==> src/common/usbTxPkg.sv <==
package usbTxPkg;

  ////////////////////////////////////////////////////////////////////////////
  // Request and line types
  ////////////////////////////////////////////////////////////////////////////

  typedef enum logic [1:0] {
    DATA0 = 2'd0,
    ACK   = 2'd1,
    NAK   = 2'd2
  } packetKind_t;

  // Encoded as {dp, dm}
  typedef enum logic [1:0] {
    SE0 = 2'b00,
    K   = 2'b01,
    J   = 2'b10
  } lineState_t;

  typedef logic [63:0] payload_t;
  typedef logic [15:0] crc16_t;

  ////////////////////////////////////////////////////////////////////////////
  // Protocol constants sent LSB first
  ////////////////////////////////////////////////////////////////////////////

  localparam logic [7:0] syncPattern = 8'h80;
  localparam logic [7:0] pidData0 = 8'hC3;
  localparam logic [7:0] pidAck = 8'hD2;
  localparam logic [7:0] pidNak = 8'h5A;

  localparam crc16_t crcPolynomial = 16'h8005;
  localparam crc16_t crcInit = 16'hFFFF;

  localparam int stuffRunLength = 6;
  localparam int eopSe0Cycles = 2;
  localparam int queueDepth = 2;
  localparam int payloadBits = 64;
  localparam int crcBits = 16;

endpackage : usbTxPkg
==> src/verilog/usbTxTop.sv <==
`timescale 1ns/100ps

module usbTxTop (
  input  logic                  clock,
  input  logic                  reset_n,
  input  logic                  reqValid,
  input  usbTxPkg::packetKind_t reqKind,
  input  usbTxPkg::payload_t    reqData,
  output logic                  creditReturn,
  output logic                  dp,
  output logic                  dm,
  output logic                  lineActive
);
  import usbTxPkg::*;

  logic headValid;
  logic headTake;
  packetKind_t headKind;
  payload_t headData;

  logic crcClear;
  logic crcShift;
  logic crcBit;
  crc16_t crc;

  logic stuffHold;
  logic txBit;
  logic bitValid;
  logic sendSe0;
  logic sendIdleJ;

  requestQueue queue (
    .clock, .reset_n, .reqValid, .reqKind, .reqData,
    .headTake, .headValid, .headKind, .headData, .creditReturn
  );

  packetSerializer serializer (
    .clock, .reset_n, .headValid, .headKind, .headData, .headTake,
    .crc, .crcClear, .crcShift, .crcBit,
    .stuffHold, .txBit, .bitValid, .sendSe0, .sendIdleJ
  );

  crc16Engine crcGen (
    .clock, .reset_n, .crcClear, .crcShift, .crcBit, .crc
  );

  lineEncoder encoder (
    .clock, .reset_n, .txBit, .bitValid, .sendSe0, .sendIdleJ,
    .stuffHold, .dp, .dm, .lineActive
  );

endmodule : usbTxTop

==> src/verilog/requestQueue.sv <==
`timescale 1ns/100ps

module requestQueue (
  input  logic                  clock,
  input  logic                  reset_n,
  input  logic                  reqValid,
  input  usbTxPkg::packetKind_t reqKind,
  input  usbTxPkg::payload_t    reqData,
  input  logic                  headTake,
  output logic                  headValid,
  output usbTxPkg::packetKind_t headKind,
  output usbTxPkg::payload_t    headData,
  output logic                  creditReturn
);
  import usbTxPkg::*;

  localparam int ptrBits = (queueDepth > 1) ? $clog2(queueDepth) : 1;
  localparam int cntBits = $clog2(queueDepth + 1);
  localparam logic [ptrBits-1:0] lastSlot = ptrBits'(queueDepth - 1);

  packetKind_t kindMem [queueDepth];
  payload_t dataMem [queueDepth];

  logic [ptrBits-1:0] wrPtr;
  logic [ptrBits-1:0] rdPtr;
  logic [cntBits-1:0] occupancy;

  assign headValid = (occupancy != '0);
  assign headKind = kindMem[rdPtr];
  assign headData = dataMem[rdPtr];

  always_ff @(posedge clock) begin
    if (reqValid) begin
      kindMem[wrPtr] <= reqKind;
      dataMem[wrPtr] <= reqData;
    end
  end

  always_ff @(posedge clock, negedge reset_n) begin
    if (!reset_n) begin
      wrPtr <= '0;
      rdPtr <= '0;
      occupancy <= '0;
      creditReturn <= 1'b0;
    end else begin
      if (reqValid) begin
        wrPtr <= (wrPtr == lastSlot) ? '0 : wrPtr + ptrBits'(1);
      end
      if (headTake) begin
        rdPtr <= (rdPtr == lastSlot) ? '0 : rdPtr + ptrBits'(1);
      end
      // Upstream owns the freed slot one cycle after the take
      creditReturn <= headTake;
      if (reqValid && !headTake) begin
        occupancy <= occupancy + cntBits'(1);
      end else if (!reqValid && headTake) begin
        occupancy <= occupancy - cntBits'(1);
      end
    end
  end

endmodule : requestQueue

==> src/txPath/packetSerializer.sv <==
`timescale 1ns/100ps

module packetSerializer (
  input  logic                  clock,
  input  logic                  reset_n,
  input  logic                  headValid,
  input  usbTxPkg::packetKind_t headKind,
  input  usbTxPkg::payload_t    headData,
  output logic                  headTake,
  input  usbTxPkg::crc16_t      crc,
  output logic                  crcClear,
  output logic                  crcShift,
  output logic                  crcBit,
  input  logic                  stuffHold,
  output logic                  txBit,
  output logic                  bitValid,
  output logic                  sendSe0,
  output logic                  sendIdleJ
);
  import usbTxPkg::*;

  localparam int idxBits = $clog2(payloadBits);
  localparam int crcIdxBits = $clog2(crcBits);
  localparam logic [idxBits-1:0] lastByteBit = idxBits'(7);
  localparam logic [idxBits-1:0] lastPayloadBit = idxBits'(payloadBits - 1);
  localparam logic [idxBits-1:0] lastCrcBit = idxBits'(crcBits - 1);
  localparam logic [idxBits-1:0] eopJIndex = idxBits'(eopSe0Cycles);

  typedef enum logic [2:0] {Idle, Sync, Pid, Payload, Crc, Eop} phase_t;

  phase_t phase;
  logic [idxBits-1:0] bitIndex;
  logic [crcIdxBits-1:0] crcIndex;
  packetKind_t kindReg;
  payload_t dataReg;
  logic [7:0] pidByte;
  logic lastBit;

  assign headTake = (phase == Idle) && headValid;
  assign crcClear = headTake;
  assign crcShift = (phase == Payload) && !stuffHold;
  assign crcBit = dataReg[bitIndex];

  // CRC goes out MSB first
  assign crcIndex = crcIdxBits'(crcBits - 1) - bitIndex[crcIdxBits-1:0];

  always_comb begin
    case (kindReg)
      DATA0:   pidByte = pidData0;
      ACK:     pidByte = pidAck;
      default: pidByte = pidNak;
    endcase
  end

  always_comb begin
    case (phase)
      Sync, Pid: lastBit = (bitIndex == lastByteBit);
      Payload:   lastBit = (bitIndex == lastPayloadBit);
      Crc:       lastBit = (bitIndex == lastCrcBit);
      Eop:       lastBit = (bitIndex == eopJIndex);
      default:   lastBit = 1'b0;
    endcase
  end

  always_comb begin
    txBit = 1'b0;
    bitValid = 1'b0;
    sendSe0 = 1'b0;
    sendIdleJ = 1'b0;
    case (phase)
      Sync: begin
        txBit = syncPattern[bitIndex[2:0]];
        bitValid = 1'b1;
      end
      Pid: begin
        txBit = pidByte[bitIndex[2:0]];
        bitValid = 1'b1;
      end
      Payload: begin
        txBit = dataReg[bitIndex];
        bitValid = 1'b1;
      end
      Crc: begin
        txBit = ~crc[crcIndex];
        bitValid = 1'b1;
      end
      Eop: begin
        sendSe0 = (bitIndex < eopJIndex);
        sendIdleJ = (bitIndex == eopJIndex);
      end
      default: begin
      end
    endcase
  end

  always_ff @(posedge clock) begin
    if (headTake) begin
      kindReg <= headKind;
      dataReg <= headData;
    end
  end

  ////////////////////////////////////////////////////////////////////////////
  // Phase sequencing frozen while the encoder inserts a stuffed zero
  ////////////////////////////////////////////////////////////////////////////

  always_ff @(posedge clock, negedge reset_n) begin
    if (!reset_n) begin
      phase <= Idle;
      bitIndex <= '0;
    end else if (headTake) begin
      phase <= Sync;
      bitIndex <= '0;
    end else if (phase != Idle && !stuffHold) begin
      if (!lastBit) begin
        bitIndex <= bitIndex + idxBits'(1);
      end else begin
        bitIndex <= '0;
        case (phase)
          Sync:    phase <= Pid;
          Pid:     phase <= (kindReg == DATA0) ? Payload : Eop;
          Payload: phase <= Crc;
          Crc:     phase <= Eop;
          default: phase <= Idle;
        endcase
      end
    end
  end

endmodule : packetSerializer

==> src/txPath/lineEncoder.sv <==
`timescale 1ns/100ps

module lineEncoder (
  input  logic clock,
  input  logic reset_n,
  input  logic txBit,
  input  logic bitValid,
  input  logic sendSe0,
  input  logic sendIdleJ,
  output logic stuffHold,
  output logic dp,
  output logic dm,
  output logic lineActive
);
  import usbTxPkg::*;

  localparam int cntBits = $clog2(stuffRunLength + 1);

  logic [cntBits-1:0] onesCount;
  // High while the NRZI level is J
  logic levelJ;
  logic sendZero;
  logic nextLevelJ;
  lineState_t lineNext;

  // Stuffed zero takes priority even over the first EOP cycle
  assign stuffHold = (onesCount == cntBits'(stuffRunLength));
  assign sendZero = stuffHold || (bitValid && !txBit);
  assign nextLevelJ = sendZero ? ~levelJ : levelJ;

  always_comb begin
    if (stuffHold || bitValid) begin
      lineNext = nextLevelJ ? J : K;
    end else if (sendSe0) begin
      lineNext = SE0;
    end else begin
      lineNext = J;
    end
  end

  always_ff @(posedge clock, negedge reset_n) begin
    if (!reset_n) begin
      onesCount <= '0;
      levelJ <= 1'b1;
      dp <= 1'b1;
      dm <= 1'b0;
      lineActive <= 1'b0;
    end else begin
      {dp, dm} <= lineNext;
      lineActive <= stuffHold || bitValid || sendSe0 || sendIdleJ;
      if (stuffHold || bitValid) begin
        levelJ <= nextLevelJ;
        onesCount <= sendZero ? '0 : onesCount + cntBits'(1);
      end else begin
        // NRZI returns to J at the EOP J cycle
        onesCount <= '0;
        if (sendIdleJ) begin
          levelJ <= 1'b1;
        end
      end
    end
  end

endmodule : lineEncoder

==> src/txPath/crc16Engine.sv <==
`timescale 1ns/100ps

module crc16Engine (
  input  logic             clock,
  input  logic             reset_n,
  input  logic             crcClear,
  input  logic             crcShift,
  input  logic             crcBit,
  output usbTxPkg::crc16_t crc
);
  import usbTxPkg::*;

  logic feedback;

  assign feedback = crcBit ^ crc[crcBits-1];

  always_ff @(posedge clock, negedge reset_n) begin
    if (!reset_n) begin
      crc <= crcInit;
    end else if (crcClear) begin
      crc <= crcInit;
    end else if (crcShift) begin
      if (feedback) begin
        crc <= {crc[crcBits-2:0], 1'b0} ^ crcPolynomial;
      end else begin
        crc <= {crc[crcBits-2:0], 1'b0};
      end
    end
  end

endmodule : crc16Engine

==> config.mk <==
export PLATFORM = sky130hd
export DESIGN_NAME = usbTxTop
export DESIGN_NICKNAME = d
export VERILOG_FILES = /design/src/common/usbTxPkg.sv /design/src/verilog/usbTxTop.sv /design/src/verilog/requestQueue.sv /design/src/txPath/packetSerializer.sv /design/src/txPath/lineEncoder.sv /design/src/txPath/crc16Engine.sv
export SDC_FILE = /design/constraint.sdc
export NUM_CORES = 1
export LEC_CHECK = 0
export BUFFER_PORTS_ARGS = -buffer_cell sky130_fd_sc_hd__buf_2
export CAP_MARGIN = 25
export CORE_ASPECT_RATIO = 1.4
export CORE_MARGIN = 1.5
export CORE_UTILIZATION = 60
export CTS_BUF_LIST = sky130_fd_sc_hd__clkbuf_2 sky130_fd_sc_hd__clkbuf_4 sky130_fd_sc_hd__clkbuf_8
export DETAILED_ROUTE_END_ITERATION = 8
export PLACE_DENSITY = 0.8
export SLEW_MARGIN = 20
export SYNTH_ARGS = -nofsm -noshare
export SYNTH_HDL_FRONTEND = slang
export SYNTH_SLANG_ARGS = --single-unit
export TNS_END_PERCENT = 20
==> constraint.sdc <==
create_clock -name clock -period 7.4 [get_ports clock]
set_input_delay 1.11 -clock clock [delete_from_list [all_inputs] [get_ports clock]]
set_output_delay 1.11 -clock clock [all_outputs]
set_load 0.005 [all_outputs]
==> flow_metrics.py <==
metrics = {
    "synthesis": {
        "synth_fa_ha_area_share_pct": 0.667,
        "yosys.area_share.xor_xnor_pct": 1.49,
        "yosys.cell_types.count": 53,
        "muxShareOfSynthArea_pct": 12.9,
        "avgSynthCellArea_sq_um": 17.4,
        "syn-num-nets": 613,
        "synth_top_family_by_area": "multiplexers",
        "synth-compound-area-share_pct": 5.71,
        "synthSimpleGateAreaFrac_pct": 3.63,
        "seq_area_frac_synth_pct": 73.5,
        "ys_warn_count": 0,
        "yosys_register_bits": 235,
        "syn_inst": 539,
        "netlist_area_sq_mm": 0.00938,
    },
    "cts": {
        "hold_buffers": 0,
        "postCtsSetupRepairBufs": 0,
        "clkSlewWorstSetupHoldPaths_ns": 0.07,
        "cts_resized": 0,
        "cts_tree": "built",
        "root_buffer": "clkbuf_8",
        "worstSkewPairLatency_ns": 0.49,
        "htreeDepth": 2,
        "cts.path.max_buffers": 3,
        "cts-buffers-inserted": 35,
        "cts.sinks": 235,
    },
    "place": {
        "place_congestion": 0.863,
        "portBuffers": 72,
        "dp_hpwl_microns": 9380,
    },
    "routing": {
        "routed_via_density": 5.72,
        "drc": 0,
        "drt-pass1-iter-count": 4,
        "ant_nets": 0,
        "wirelength_microns": 15600,
        "drt-wirelength-per-cell_microns": 18.6,
        "vias": 4808,
        "drt_iter0_markers": 214,
    },
    "power": {
        "comb_power_share_pct": 28.3,
        "p_leak_nw": 3.85,
        "power_density_mw_per_mm2": 414,
        "peakVddDrop_mv": 0.326,
        "internal_power_mw": 3.03,
        "design_power_total_mw": 4.37,
        "p_seq_share_pct": 48.5,
        "p_sw_mw": 1.34,
        "p_sw_share_pct": 30.7,
        "clock_power_share_pct": 23.2,
    },
    "die": {
        "initial_core_util_pct": 62.0,
        "rows": 53,
        "die_y_microns": 151,
        "die_width_microns": 109,
        "core_sq_mm": 0.0151,
        "dieArea_sq_mm": 0.0164,
        "ios": 73,
    },
    "global_routing": {
        "gr-total-overflow": 0,
        "antenna_found_initial": 0,
        "grt.total_usage_pct": 20.0,
        "grt_pass1_vias": 5040,
        "grt_max_degree": 70,
        "grt_pass1_wl_microns": 24800,
    },
    "critical_path": {
        "path_cells": "nor2b_1 > a22oi_1 > nand2_1 > o22ai_2 > nor2_2 > o221ai_2 > mux2_4 > a31oi_1",
        "critPathCaptureType": "register",
        "cp.arrival_ns": 3.33,
        "slowest_delay_ns": 0.73,
        "crit_required_ns": 7.81,
        "cp_slowest_cell": "nor2b_1",
        "start_kind": "register",
        "critPathTopFamily": "simple AND/OR/NAND/NOR gates",
        "path_buf_inv": 0,
        "critPathKind": "register to register",
        "crit_fanout": 13,
    },
    "layout": {
        "areaGrowthSynthToFinish_pct": 12.5,
        "layout-drive-gt1-share_pct": 36.7,
        "utilization_pct": 69.8,
        "fin_nets": 701,
        "insertedDiodeCount": 0,
    },
    "timing": {
        "fin_skew_ns": 0.00845,
        "worst_pin_slew_ns": 0.936,
        "finalSetupViolCount": 0,
        "setup-tns-final_ns": 0,
        "relSlewSlack_pct": 37.6,
        "period_share_pct": 39.5,
        "rsz0062_at_grt": "no",
        "max_freq_mhz": 342,
        "finalCriticalPeriod_ns": 2.92,
        "maxSlewViolCount": 0,
        "hold_violations": 0,
    },
    "outcome": {
        "status": "complete, no violations",
    },
    "flow_run": {
        "maxCapViolations": 0,
    },
    "min_path": {
        "min-delay-path-class": "register to register",
    },
}
[cells by family (layout without fill, tap and decap cells)]
family / Yosys count / count (layout)
AOI/OAI and AO/OA: 74 / 74
muxes: 107 / 107
buffers and inverters: 35 / 145
and+or+nand+nor: 67 / 67
adders and majority gates: 5 / 5
xor gates and xnor gates: 16 / 16
DFF: 235 / 235
[sequential cells by signal, indices dropped and copies added, names as in the netlist, 2 cells and up]
signal               count
queue.dataMem          128
serializer.dataReg      64
crcGen.crc              16
serializer.bitIndex      6
queue.kindMem            4
encoder.onesCount        3
serializer.phase         3
queue.occupancy          2
serializer.kindReg       2
[layer usage]
metal / GRT usage [%] / up-vias / wire length (microns)
met3: 3.83 / 35 / 691
met1: 23.9 / 2388 / 6200
li1: - / 2252 / -
met2: 34.6 / 133 / 8250
met5: 0 / - / 0
met4: 10.0 / 0 / 488
[path summary, 6_finish.rpt]
kind	startpoint	end	slack, ns	cells past startpoint
max	serializer.bitIndex[0]	encoder.dp	4.48	8
min	encoder.onesCount[0]	encoder.onesCount[0]	0.46	1
max reg2reg	serializer.bitIndex[0]	encoder.dp	4.48	8
min reg2reg	encoder.onesCount[0]	encoder.onesCount[0]	0.46	1
max in group asynchronous	reset_n	queue.rdPtr	6.10	1
min in group asynchronous	reset_n	encoder.dm	0.72	1
[Yosys cell counts, drive strengths merged]
cell type  instances  share of area (%)
ha                 5               0.67
o221ai             1               0.16
a22oi             16                1.3
o22ai              7               0.60
mux4               4               0.96
a21oi             13               0.69
buf               18                1.4
edfxtp           198                 63
nor2b              2               0.13
a41oi              1              0.093
xor2               8               0.75
o21ai              9               0.48
nand2b             4               0.27
nor2              18               0.80
o41ai              1              0.093
and2b              1              0.080
a31oi              2               0.13
o211ai             3               0.24
a311o              1               0.11
mux2              68                8.2
a32o               1               0.11
and2               2               0.13
xnor2              8               0.75
dfstp             18                5.0
mux2i             35                3.7
o21a               1              0.080
o211a              1               0.11
or3                1              0.067
nor3b              3               0.24
nand3              3               0.16
nor4               2               0.20
or2                3               0.20
o22a              13                1.2
clkbuf             9               0.40
nand3b             1               0.21
a21o               3               0.24
nand2             23               0.92
a21boi             1              0.080
dfrtp             19                5.1
inv                8               0.32
nor3               4               0.21
[cells in the final DEF, fill, tap and decap left out, types with 6 or more instances in the layout]
| cell type | synthesis | final |
|---|---|---|
| edfxtp_1 | 198 | 198 |
| buf_2 | 5 | 72 |
| mux2_2 | 66 | 66 |
| clkbuf_8 | 0 | 37 |
| mux2i_1 | 35 | 35 |
| nand2_1 | 23 | 23 |
| dfstp_2 | 18 | 18 |
| dfrtp_1 | 19 | 17 |
| a22oi_1 | 16 | 16 |
| nor2_1 | 15 | 15 |
| clkbuf_4 | 1 | 14 |
| a21oi_1 | 13 | 13 |
| o22a_1 | 13 | 13 |
| xor2_1 | 8 | 8 |
| xnor2_1 | 8 | 8 |
| o21ai_0 | 8 | 8 |
| inv_1 | 7 | 6 |
[layout make-up]
cell class	instances	area, sq um
timing repair buffer	78	418
inverter	8	30.0
multi-input combinational	269	2300
sequential	235	6900
fill	1012	4560
tap	192	240
clock inverter	8	60.1
clock buffer	51	614
[per-stage QoR]
stage          hold WS [ns]  std cells  cell area, sq um  worst slack, ns
3_5_place_dp          0.458        782              9880             4.51
5_1_grt               0.502        841             10600             4.19
4_1_cts               0.466        841             10600             4.49
2_1_floorplan         0.431        539              9380             2.89
3_3_place_gp          0.443        781              9860             4.55
6_report              0.460        841             10600             4.48
[power by group through the flow]
stage	logic (mW)	registers (mW)	clock network [mW]
floorplan	1.05	2.05	0
global placement	1.17	2.16	0
detailed placement	1.25	2.14	0
CTS	1.26	2.12	1.04
global route	1.36	2.16	1.09
finish	1.24	2.12	1.01
(Power assumes the default switching activity.)
